[config.mk]
export PLATFORM = sky130hd
export DESIGN_NAME = iwc_read_converter
export DESIGN_NICKNAME = d
export VERILOG_FILES = /design/src/rtl/iwc_pkg.sv /design/src/rtl/iwc_spill_reg.sv /design/src/rtl/iwc_id_remap.sv /design/src/rtl/iwc_read_converter.sv
export SDC_FILE = /design/constraint.sdc
export NUM_CORES = 1
export LEC_CHECK = 0
export BUFFER_PORTS_ARGS = -buffer_cell sky130_fd_sc_hd__buf_2
export CELL_PAD_IN_SITES_DETAIL_PLACEMENT = 1
export CELL_PAD_IN_SITES_GLOBAL_PLACEMENT = 2
export CORE_AREA = 3 3 165 167
export CTS_CLUSTER_DIAMETER = 60
export DETAILED_ROUTE_END_ITERATION = 16
export DIE_AREA = 0 0 168 170
export GPL_TIMING_DRIVEN = 0
export PLACE_DENSITY_LB_ADDON = 0.1
export RECOVER_POWER = 100
export SLEW_MARGIN = 10
export SYNTH_ARGS = -nofsm -noshare
export SYNTH_HDL_FRONTEND = slang
export SYNTH_SLANG_ARGS = --single-unit
[constraint.sdc]
create_clock -name clk_i -period 13 [get_ports clk_i]
set_input_delay 2.6 -clock clk_i [delete_from_list [all_inputs] [get_ports clk_i]]
set_output_delay 2.6 -clock clk_i [all_outputs]
set_load 0.03 [all_outputs]
[src/rtl/iwc_pkg.sv]
/*
 * Shared definitions for the read-path AXI ID width converter.
 * Holds the slave and master ID widths, the remap table limits,
 * the address and data widths, and the AR and R channel structs
 * for both ports.
 */

`default_nettype none

package iwc_pkg;

  // Port ID widths
  localparam int unsigned SlvIdWidth = 6;
  localparam int unsigned MstIdWidth = 2;

  // One remap entry per master ID
  localparam int unsigned TableSize    = 2 ** MstIdWidth;
  localparam int unsigned MaxTxnsPerId = 3;
  localparam int unsigned CntWidth     = 2;

  localparam int unsigned AddrWidth = 16;
  localparam int unsigned DataWidth = 32;

  typedef logic [SlvIdWidth-1:0] slv_id_t;
  typedef logic [MstIdWidth-1:0] mst_id_t;

  // AR channel, single-beat reads only
  typedef struct packed {
    slv_id_t              id;
    logic [AddrWidth-1:0] addr;
  } slv_ar_t;

  typedef struct packed {
    mst_id_t              id;
    logic [AddrWidth-1:0] addr;
  } mst_ar_t;

  // R channel
  typedef struct packed {
    slv_id_t              id;
    logic [DataWidth-1:0] data;
    logic [1:0]           resp;
  } slv_r_t;

  typedef struct packed {
    mst_id_t              id;
    logic [DataWidth-1:0] data;
    logic [1:0]           resp;
  } mst_r_t;

endpackage

`default_nettype wire

[src/rtl/iwc_spill_reg.sv]
/*
 * Two-entry valid/ready register slice.
 * Main register feeds the output, a spill register catches the beat
 * that arrives while the output stalls. Full throughput, one cycle.
 */

`default_nettype none

module iwc_spill_reg #(
  parameter type payload_t = logic
) (
  input  wire      clk_i,
  input  wire      arst_n_i,
  input  payload_t data_i,
  input  logic     valid_i,
  output logic     ready_o,
  output payload_t data_o,
  output logic     valid_o,
  input  logic     ready_i
);

  payload_t a_data_q;
  payload_t b_data_q;
  logic     a_full_q;
  logic     b_full_q;
  logic     a_fill;
  logic     a_drain;
  logic     b_fill;
  logic     b_drain;

  // A takes new beats, B holds the beat that could not leave
  assign a_fill  = valid_i && ready_o;
  assign a_drain = a_full_q && !b_full_q;
  assign b_fill  = a_drain && !ready_i;
  assign b_drain = b_full_q && ready_i;

  always_ff @(posedge clk_i or negedge arst_n_i) begin
    if (!arst_n_i) begin
      a_full_q <= 1'b0;
      b_full_q <= 1'b0;
    end else begin
      if (a_fill || a_drain) a_full_q <= a_fill;
      if (b_fill || b_drain) b_full_q <= b_fill;
    end
  end

  always_ff @(posedge clk_i) begin
    if (a_fill) a_data_q <= data_i;
    if (b_fill) b_data_q <= a_data_q;
  end

  // Older beat sits in B whenever B is occupied
  assign valid_o = a_full_q || b_full_q;
  assign data_o  = b_full_q ? b_data_q : a_data_q;
  assign ready_o = !a_full_q || !b_full_q;

endmodule

`default_nettype wire

[src/rtl/iwc_id_remap.sv]
/*
 * Read-path ID remapper.
 * Compresses slave AR IDs onto master IDs through a small table,
 * counts the reads outstanding per entry and restores the slave ID
 * on each returning R beat.
 */

`default_nettype none

module iwc_id_remap (
  input  wire              clk_i,
  input  wire              arst_n_i,
  // Slave side AR
  input  iwc_pkg::slv_ar_t slv_ar_i,
  input  logic             slv_ar_valid_i,
  output logic             slv_ar_ready_o,
  // Master side AR
  output iwc_pkg::mst_ar_t mst_ar_o,
  output logic             mst_ar_valid_o,
  input  logic             mst_ar_ready_i,
  // Master side R
  input  iwc_pkg::mst_r_t  mst_r_i,
  input  logic             mst_r_valid_i,
  output logic             mst_r_ready_o,
  // Slave side R
  output iwc_pkg::slv_r_t  slv_r_o,
  output logic             slv_r_valid_o,
  input  logic             slv_r_ready_i
);

  import iwc_pkg::*;

  typedef logic [CntWidth-1:0] cnt_t;

  // Result of a priority search over the table
  typedef struct packed {
    logic    found;
    mst_id_t idx;
  } search_t;

  // Lowest set bit wins
  function automatic search_t find_first(input logic [TableSize-1:0] vec);
    search_t res;
    res = '0;
    for (int i = TableSize - 1; i >= 0; i--) begin
      if (vec[i]) begin
        res.found = 1'b1;
        res.idx   = mst_id_t'(i);
      end
    end
    return res;
  endfunction

  // Table storage
  slv_id_t id_q  [TableSize];
  cnt_t    cnt_q [TableSize];
  cnt_t    cnt_d [TableSize];

  logic [TableSize-1:0] hit;
  logic [TableSize-1:0] free;
  search_t              hit_sel;
  search_t              free_sel;
  mst_id_t              ar_idx;
  logic                 ar_ok;
  logic                 ar_fire;
  logic                 r_fire;

  // Entry state per index
  always_comb begin
    for (int i = 0; i < TableSize; i++) begin
      free[i] = (cnt_q[i] == '0);
      hit[i]  = !free[i] && (id_q[i] == slv_ar_i.id);
    end
  end

  assign hit_sel  = find_first(hit);
  assign free_sel = find_first(free);

  // A live entry for this ID must be reused, otherwise take a free one
  always_comb begin
    ar_idx = '0;
    ar_ok  = 1'b0;
    if (hit_sel.found) begin
      ar_idx = hit_sel.idx;
      ar_ok  = (cnt_q[hit_sel.idx] < cnt_t'(MaxTxnsPerId));
    end else if (free_sel.found) begin
      ar_idx = free_sel.idx;
      ar_ok  = 1'b1;
    end
  end

  // AR stalls while the table has no room for this ID
  assign mst_ar_valid_o = slv_ar_valid_i && ar_ok;
  assign slv_ar_ready_o = mst_ar_ready_i && ar_ok;

  always_comb begin
    mst_ar_o      = '0;
    mst_ar_o.id   = ar_idx;
    mst_ar_o.addr = slv_ar_i.addr;
  end

  // R passes straight through with the stored slave ID
  assign slv_r_valid_o = mst_r_valid_i;
  assign mst_r_ready_o = slv_r_ready_i;

  always_comb begin
    slv_r_o      = '0;
    slv_r_o.id   = id_q[mst_r_i.id];
    slv_r_o.data = mst_r_i.data;
    slv_r_o.resp = mst_r_i.resp;
  end

  assign ar_fire = mst_ar_valid_o && mst_ar_ready_i;
  assign r_fire  = mst_r_valid_i && slv_r_ready_i;

  // Count update, an AR and an R on one entry cancel out
  always_comb begin
    logic inc;
    logic dec;
    for (int i = 0; i < TableSize; i++) begin
      inc = ar_fire && (ar_idx == mst_id_t'(i));
      dec = r_fire && (mst_r_i.id == mst_id_t'(i));
      cnt_d[i] = cnt_q[i];
      if (inc && !dec) begin
        cnt_d[i] = cnt_q[i] + cnt_t'(1);
      end else if (dec && !inc) begin
        cnt_d[i] = cnt_q[i] - cnt_t'(1);
      end
    end
  end

  always_ff @(posedge clk_i or negedge arst_n_i) begin
    if (!arst_n_i) begin
      for (int i = 0; i < TableSize; i++) begin
        cnt_q[i] <= '0;
      end
    end else begin
      for (int i = 0; i < TableSize; i++) begin
        cnt_q[i] <= cnt_d[i];
      end
    end
  end

  // Slave ID is only read while the entry's count is nonzero
  always_ff @(posedge clk_i) begin
    if (ar_fire) begin
      id_q[ar_idx] <= slv_ar_i.id;
    end
  end

endmodule

`default_nettype wire

[src/rtl/iwc_read_converter.sv]
/*
 * Read-path AXI ID width converter, top level.
 * Register slices on both sides of the ID remapper, one pair per
 * direction, so each direction takes two cycles end to end.
 */

`default_nettype none

module iwc_read_converter (
  input  wire              clk_i,
  input  wire              arst_n_i,
  // Slave port
  input  iwc_pkg::slv_ar_t slv_ar_i,
  input  logic             slv_ar_valid_i,
  output logic             slv_ar_ready_o,
  output iwc_pkg::slv_r_t  slv_r_o,
  output logic             slv_r_valid_o,
  input  logic             slv_r_ready_i,
  // Master port
  output iwc_pkg::mst_ar_t mst_ar_o,
  output logic             mst_ar_valid_o,
  input  logic             mst_ar_ready_i,
  input  iwc_pkg::mst_r_t  mst_r_i,
  input  logic             mst_r_valid_i,
  output logic             mst_r_ready_o
);

  import iwc_pkg::*;

  // AR path
  slv_ar_t ar_slv;
  logic    ar_slv_valid;
  logic    ar_slv_ready;
  mst_ar_t ar_mst;
  logic    ar_mst_valid;
  logic    ar_mst_ready;

  // R path
  mst_r_t  r_mst;
  logic    r_mst_valid;
  logic    r_mst_ready;
  slv_r_t  r_slv;
  logic    r_slv_valid;
  logic    r_slv_ready;

  iwc_spill_reg #(
    .payload_t ( slv_ar_t )
  ) ar_in_q (
    .clk_i    ( clk_i          ),
    .arst_n_i ( arst_n_i       ),
    .data_i   ( slv_ar_i       ),
    .valid_i  ( slv_ar_valid_i ),
    .ready_o  ( slv_ar_ready_o ),
    .data_o   ( ar_slv         ),
    .valid_o  ( ar_slv_valid   ),
    .ready_i  ( ar_slv_ready   )
  );

  iwc_id_remap iwc_id_remap_i (
    .clk_i          ( clk_i        ),
    .arst_n_i       ( arst_n_i     ),
    .slv_ar_i       ( ar_slv       ),
    .slv_ar_valid_i ( ar_slv_valid ),
    .slv_ar_ready_o ( ar_slv_ready ),
    .mst_ar_o       ( ar_mst       ),
    .mst_ar_valid_o ( ar_mst_valid ),
    .mst_ar_ready_i ( ar_mst_ready ),
    .mst_r_i        ( r_mst        ),
    .mst_r_valid_i  ( r_mst_valid  ),
    .mst_r_ready_o  ( r_mst_ready  ),
    .slv_r_o        ( r_slv        ),
    .slv_r_valid_o  ( r_slv_valid  ),
    .slv_r_ready_i  ( r_slv_ready  )
  );

  iwc_spill_reg #(
    .payload_t ( mst_ar_t )
  ) ar_out_q (
    .clk_i    ( clk_i          ),
    .arst_n_i ( arst_n_i       ),
    .data_i   ( ar_mst         ),
    .valid_i  ( ar_mst_valid   ),
    .ready_o  ( ar_mst_ready   ),
    .data_o   ( mst_ar_o       ),
    .valid_o  ( mst_ar_valid_o ),
    .ready_i  ( mst_ar_ready_i )
  );

  iwc_spill_reg #(
    .payload_t ( mst_r_t )
  ) r_in_q (
    .clk_i    ( clk_i         ),
    .arst_n_i ( arst_n_i      ),
    .data_i   ( mst_r_i       ),
    .valid_i  ( mst_r_valid_i ),
    .ready_o  ( mst_r_ready_o ),
    .data_o   ( r_mst         ),
    .valid_o  ( r_mst_valid   ),
    .ready_i  ( r_mst_ready   )
  );

  iwc_spill_reg #(
    .payload_t ( slv_r_t )
  ) r_out_q (
    .clk_i    ( clk_i         ),
    .arst_n_i ( arst_n_i      ),
    .data_i   ( r_slv         ),
    .valid_i  ( r_slv_valid   ),
    .ready_o  ( r_slv_ready   ),
    .data_o   ( slv_r_o       ),
    .valid_o  ( slv_r_valid_o ),
    .ready_i  ( slv_r_ready_i )
  );

endmodule

`default_nettype wire

==> impl_results.md, run 1 <==
* CTS tree: done
* Slew Limit Fails at 39
* Setup bufs post-CTS at 0
* Commonest non-fill, non-tap cell in the layout: edfxtp_1
* DPL Wire Length at 14300 um
* Final nets at 775
* Internal at 1.97 mW
* Reg clk slew, reported paths at 0.06 ns
* Hold Crit Class: register to register
* Critical Path End Type: output pin
* Cts hold-fix bufs at 0
* Setup violators final at 0
* H-tree level count at 1
* Routed Antenna Nets at 0
* Antenna violations before repair at 0
* Max FO, Critical Path at 10
* Worst R2R Start: ar_in_q.b_full_q
* Global route total overflow at 0
* Vias in the first global route at 5809
* Worst Setup Start Kind: register
* Slowest CP cell: clkbuf_1
* # DRC at 0
* Tcrit/Tclk final at 38.3%
* Sequential share of power at 46.3%
* Ant diodes at 0
* CTS buffer count at 30
* PwrDens at 227 nW/um^2
* Status: finished with violations
* VDD IR max at 0.000122 V
* Slew @ Worst Pin at 1.72 ns
* IO Port Bufs at 125
* CTS max path bufs at 3
* Max Cap Viol at 2
* WL per Instance at 19.3 um
* Core ar. at 25900 sq um
* Syn_nets at 604
* CP peak stage delay at 0.64 ns
* Worst hold start: r_in_q.a_data_q[7]
* Via/cell ratio at 4.84
* Type of the worst setup path: register to output pin
* Mapped Avg Cell Area at 19.6 sq um
* Placer Congestion at 0.736
* Yosys reg bits at 272
* DRT Pass-1 Iters at 4
* Mapped cell area at 10500 sq um
* Critical path cell sequence: clkbuf_1 > clkbuf_1 > mux2_2 > clkbuf_1
* Clock Latency Late Sink at 0.54 ns
* # rows at 59
* First-pass GRT wire length at 32000 um
* CTS Root Cell: clkbuf_16
* Gate power share at 23.6%
* Final setup margin at 8.02 ns
* Most used cell, CP: clkbuf_1
* Seq/Total Area, Yosys at 77.0%
* Die height at 170 um
* Fmax at 201 MHz
* Final hold vios at 0
* Largest net degree at the start of global routing at 28
* Boundary Pins at 126
* Total clock sinks at 272
* Layout cells sized above 1 at 29.5%
* Most frequent cells in the layout: edfxtp_1 (256), clkbuf_1 (103), mux2_2 (101), buf_2 (58), clkbuf_16 (31)
* Synth warn at 0
* CP arrival at 2.38 ns
* Starting Density at 40.5%
* Crit path time final at 4.98 ns
* Area Overhead vs Synth at 18.4%
* WL final at 20500 um
* Layout fillers at 2506
* Post-Route Setup TNS at 0 ns
* Critical Path Start: r_out_q.b_full_q
* Die area at 28600 sq um
* Syn Inst Count at 536
* Clock group share of total power at 30.1%
* Via Count at 5161
* WHS Path Cells at 0
* Failing checks: capacitance limit, slew limit
* Die width at 168 um
* RSZ-0062 raised after global routing: no
* Final core occ at 48.0%
* Fin Clk Skew at 0.0151 ns
* Total Routing Usage GR at 14.2%
* P_leak at 4.25 nW
* Sw frac at 29.9%
* Switching pwr at 0.841 mW
* Worst Reg-to-Reg Cells at 13
* Max transition margin at -14.4%
* DP Worst Slack at 8.53 ns
* Area of the multi-input gates at 2220 sq um
* Starting DRT DRC Count at 275
* Post-synth cell types at 37
* Seq. cell area at 8090 sq um
* WP data required at 10.40 ns
* CTS-repair resized insts at 0
sequential cells by signal, indices dropped and copies added, names as in the netlist:
name	count
ar_in_q.b_data_q	22
ar_in_q.b_full_q	1
r_in_q.a_data_q	36
r_in_q.b_full_q	1
r_out_q.b_data_q	40
r_out_q.a_full_q	1
iwc_id_remap_i.id_q	24
ar_in_q.a_data_q	22
ar_out_q.b_data_q	18
ar_out_q.a_full_q	1
ar_out_q.a_data_q	18
r_out_q.a_data_q	40
ar_out_q.b_full_q	1
r_in_q.b_data_q	36
iwc_id_remap_i.cnt_q	8
r_in_q.a_full_q	1
ar_in_q.a_full_q	1
r_out_q.b_full_q	1
routing by layer:
metal	global-route usage [%]	routed length, um	up-vias
met5	0	0	-
met4	3.42	357	0
met3	2.62	972	31
met2	25.0	10300	115
met1	18.3	8940	2608
li1	-	-	2407
worst max-delay path, delay by kind of cell, from the launching register on:
family,cells,cell delay (ns)
flip-flops,1,0.32
multiplexers,1,0.42
buffers and inverters,3,1.10
stage by stage:
step | power, mW | hold WS [ns] | area, sq um | cells
after floorplan | 1.82 | 0.422 | 10500 | 536
after global placement | 2.01 | 0.426 | 11500 | 996
after detailed placement | 2.06 | 0.431 | 11800 | 1010
after CTS | 2.93 | 0.444 | 12800 | 1066
after global routing | 2.97 | 0.458 | 12400 | 1066
final | 2.81 | 0.439 | 12400 | 1066
layout make-up:
class / instances / share of cell area (%)
Sequential cell: 272 / 65.1
Inverter: 8 / 0.242
Clock inverter: 17 / 1.52
Buffer: 16 / 0.483
Clock buffer: 39 / 6.57
Multi-Input combinational cell: 240 / 17.9
Timing Repair Buffer: 139 / 4.84
Tap cell: 335 / 3.37
cells in the mapped netlist, drive strengths merged:
library cell | count | area, sq um
a21bo | 1 | 10.0
a21o | 1 | 7.51
a21oi | 1 | 5.00
a2bb2oi | 1 | 15.0
and2 | 2 | 12.5
and3b | 1 | 8.76
buf | 4 | 22.5
clkbuf | 12 | 45.0
dfrtp | 16 | 400
edfxtp | 256 | 7690
ha | 4 | 50.1
inv | 8 | 30.0
mux2 | 108 | 1220
mux2i | 8 | 155
mux4 | 6 | 135
nand2 | 11 | 41.3
nand2b | 2 | 12.5
nand3 | 3 | 15.0
nor2 | 17 | 63.8
nor2b | 2 | 12.5
nor3 | 10 | 50.1
nor3b | 4 | 30.0
nor4 | 5 | 31.3
o21a | 1 | 7.51
o21ai | 6 | 30.0
o21ba | 1 | 10.0
o22ai | 1 | 6.26
o2bb2ai | 1 | 8.76
o31ai | 1 | 21.3
or2 | 3 | 18.8
or3 | 1 | 6.26
xnor2 | 26 | 228
xor2 | 12 | 105
kinds of logic (layout without fill, tap and decap cells):
| logic type | count (synthesis) | in the layout | share of synthesized area, % |
|---|---|---|---|
| simple gates | 61 | 61 | 2.88 |
| flops | 272 | 272 | 77.0 |
| buf+inv | 24 | 219 | 0.930 |
| mux | 122 | 122 | 14.3 |
| xor+xnor | 38 | 38 | 3.17 |
| fa+ha+maj | 4 | 4 | 0.477 |
| compound gates | 15 | 15 | 1.16 |
final timing paths:
path,end,slack (ns)
worst max-delay path,slv_r_o[35],8.02
worst min-delay path,r_in_q.b_data_q[7],0.44
worst max register to register,iwc_id_remap_i.cnt_q[3],8.28
worst min register to register,r_in_q.b_data_q[7],0.44
max in group asynchronous,iwc_id_remap_i.cnt_q[0],10.10
min in group asynchronous,ar_out_q.a_full_q,2.24
power groups by stage:
stage	combinational [mW]	sequential, mW	clock (mW)
final	0.663	1.30	0.849
after global placement	0.695	1.32	0
after floorplan	0.522	1.30	0
after global routing	0.730	1.33	0.912
after CTS	0.747	1.31	0.879
after detailed placement	0.738	1.33	0
Note: power is estimated with default switching activity, not from simulation.
==> inputs of run 2 (changes only) <==
--- a/config.mk
+++ b/config.mk
@@ -5,13 +5,14 @@
 export SDC_FILE = /design/constraint.sdc
 export NUM_CORES = 1
 export LEC_CHECK = 0
+export ABC_AREA = 1
 export BUFFER_PORTS_ARGS = -buffer_cell sky130_fd_sc_hd__buf_2
 export CELL_PAD_IN_SITES_DETAIL_PLACEMENT = 1
 export CELL_PAD_IN_SITES_GLOBAL_PLACEMENT = 2
-export CORE_AREA = 3 3 165 167
+export CORE_AREA = 3 3 170 172
 export CTS_CLUSTER_DIAMETER = 60
 export DETAILED_ROUTE_END_ITERATION = 16
-export DIE_AREA = 0 0 168 170
+export DIE_AREA = 0 0 173 175
 export GPL_TIMING_DRIVEN = 0
 export PLACE_DENSITY_LB_ADDON = 0.1
 export RECOVER_POWER = 100
==> constraint.sdc (replaced) <==
create_clock -name clk_i -period 5.1 [get_ports clk_i]
set_input_delay 1.02 -clock clk_i [delete_from_list [all_inputs] [get_ports clk_i]]
set_output_delay 1.02 -clock clk_i [all_outputs]
set_load 0.03 [all_outputs]
==> impl_results.md, run 2 <==
* Status: finished with violations
* Failing checks: capacitance limit, slew limit
* Post-synth cell types at 28
* Die width at 173 um
* XOR/XNOR share of the synthesized area at 0.815%
* Most frequent cell after synthesis: nand2_1
* Via/cell ratio at 4.53
* Fmax at 252 MHz
* Area Overhead vs Synth at 18.9%
* Setup violators final at 0
* WL final at 23700 um
* Buf/Inv on CP at 3
* Hold Crit Class: register to register
* RSZ-0062 raised after global routing: no
* Total Routing Usage GR at 15.9%
* Syn_nets at 965
* Type of the worst setup path: register to register
* Synth warn at 0
* Core ar. at 27600 sq um
* Hold Slack at 0.430 ns
* Slew Limit Fails at 56
* R2R Setup Slk at 1.14 ns
* Yosys reg bits at 272
* Boundary Pins at 126
* Final setup margin at 1.14 ns
* Design area at 12800 sq um
* Global route total overflow at 0
* Worst Setup Start Kind: register
* Layout fillers at 3050
* Post-synth top area cell: edfxtp_1
* Synth top area cells: edfxtp_1 (72%), nand2_1 (14%), dfrtp_1 (3.7%)
* Yosys top cell area share at 71.5%
* CTS tree: done
* Slowest CP cell: a21oi_1
* Mux contribution to synthesized area at 0%
* IO Port Bufs at 125
* Critical Path End Type: register
* # DRC at 0
* Antenna violations before repair at 0
* PwrDens at 564 nW/um^2
* Via Count at 6668
* CP delay by family, top: compound AO/OA/AOI/OAI gates
* CTS buffer count at 34
* Starting Density at 38.9%
* Mapped cell area at 10700 sq um
* # rows at 61
* Post-Route Setup TNS at 0 ns
* DRT Pass-1 Iters at 4
* DP Worst Slack at 1.63 ns
* Total clock sinks at 272
* Post-synthesis adder-cell area fraction at 0.466%
* Most used DFF post-synth: edfxtp_1
* Most frequent cells in the layout: nand2_1 (420), edfxtp_1 (256), clkbuf_1 (117), inv_1 (56), buf_2 (52)
* Seq/Total Area, Yosys at 75.3%
* Routed Antenna Nets at 0
* Top post-synthesis cells by count: nand2_1 (414), edfxtp_1 (256), inv_1 (53)
* Post-Layout Cell Count at 1473
* Max FO, Critical Path at 22
* Seq. cell area at 8090 sq um
* Die area at 30300 sq um
* Placer Congestion at 0.750
* Async SR Flop Fraction at 5.88%
* Worst path depth at 4
* Max transition margin at -50.4%
* P_leak at 5.24 nW
* Largest family of logic cells by synthesized area: simple AND/OR/NAND/NOR gates
* Tcrit/Tclk final at 77.7%
* Worst Reg-to-Reg Cells at 4
* Clock Latency Late Sink at 0.49 ns
* Final hold vios at 0
* CP peak stage delay at 1.73 ns
* Largest net degree at the start of global routing at 23
* CTS-repair resized insts at 0
* CTS max path bufs at 3
* Area of the multi-input gates at 2300 sq um
* Commonest non-fill, non-tap cell in the layout: nand2_1
* Critical path cell sequence: clkbuf_1 > clkbuf_1 > a21oi_1 > clkbuf_1
* CP arrival at 4.07 ns
* Reg clk slew, reported paths at 0.06 ns
* Max Cap Viol at 3
* Mapped Avg Cell Area at 12.0 sq um
* Cts hold-fix bufs at 0
* Syn Inst Count at 897
* WHS Path Cells at 0
* Ant diodes at 0
* Pwr Total at 7.20 mW
* DPL Wire Length at 17000 um
* Biggest regs: r_out_q.a_data_q (40), r_out_q.b_data_q (40)
* Layout cells sized above 1 at 10.6%
* Simple-Gate Fraction of Synth Area at 18.1%
* WP data required at 5.21 ns
* Die height at 175 um
* Fin Clk Skew at 0.0162 ns
* Post-synth EDFFs at 256
* Placed Area at 12100 sq um
* Final core occ at 46.2%
* First-pass GRT wire length at 38200 um
* Slew @ Worst Pin at 2.26 ns
* Final nets at 1138
* Crit path time final at 3.96 ns
* Most used cell, CP: clkbuf_1
* Setup bufs post-CTS at 0
* Compound-Gate Fraction of Synth Area at 2.36%
* Starting DRT DRC Count at 295
* CTS Root Cell: clkbuf_16
* WL per Instance at 16.1 um
* H-tree level count at 2
* Placed Cells at 1412
* VDD IR max at 0.000307 V
* Vias in the first global route at 7048
[run 2: cell types whose count changed in the layout (fill, tap and decap cells not counted), sizes merged, moves of 9 or more]
| cell | change |
|---|---|
| inv | +51 |
| o21ai | +9 |
| clkbuf | +17 |
| xnor2 | -20 |
| nand3 | +15 |
| nand2 | +417 |
| mux2 | -108 |
| a21oi | +12 |
| nor2 | +16 |
[run 2: worst paths after layout]
check                                    start                      end
min in group asynchronous             arst_n_i        ar_out_q.b_full_q
setup / recovery               r_in_q.b_full_q      r_in_q.a_data_q[34]
max in group asynchronous             arst_n_i  iwc_id_remap_i.cnt_q[1]
setup reg to reg               r_in_q.b_full_q      r_in_q.a_data_q[34]
hold / removal             r_in_q.a_data_q[34]      r_in_q.b_data_q[34]
hold reg to reg            r_in_q.a_data_q[34]      r_in_q.b_data_q[34]
[run 2: metal layers]
metal,vias up,GRT usage (%),wire [um]
li1,3348,-,-
met1,3144,20.7,10700
met2,137,27.4,11600
met3,39,2.76,920
met4,0,4.73,516
met5,-,0,0
[run 2: cell families (layout without fill, tap and decap cells)]
logic type                 count (synthesis)  after routing
and+or+nand+nor                          486            486
DFF                                      272            272
buffers and inverters                     83            281
AOI/OAI and AO/OA                         42             42
xor gates and xnor gates                  10             10
adders and majority gates                  4              4
[run 2: report_power, final]
group / internal (mW) / switching (mW)
Combinational: 0.444 / 1.31
Clock: 1.26 / 0.878
Sequential: 3.11 / 0.205
Total: 4.81 / 2.39
[run 2: area by class of cell]
type / count / area share [%]
Multi-Input combinational cell: 542 / 18.0
Tap cell: 378 / 3.70
Clock buffer: 43 / 7.09
Clock inverter: 18 / 0.725
Buffer: 25 / 0.735
Timing Repair Buffer: 137 / 4.72
Sequential cell: 272 / 63.3
Inverter: 58 / 1.70
[run 2: worst register-to-register path, stage by stage (launching register included)]
cell and delay, ns:
dfrtp_1 0.44, clkbuf_1 0.31, clkbuf_1 0.34, a21oi_1 1.73, clkbuf_1 0.76
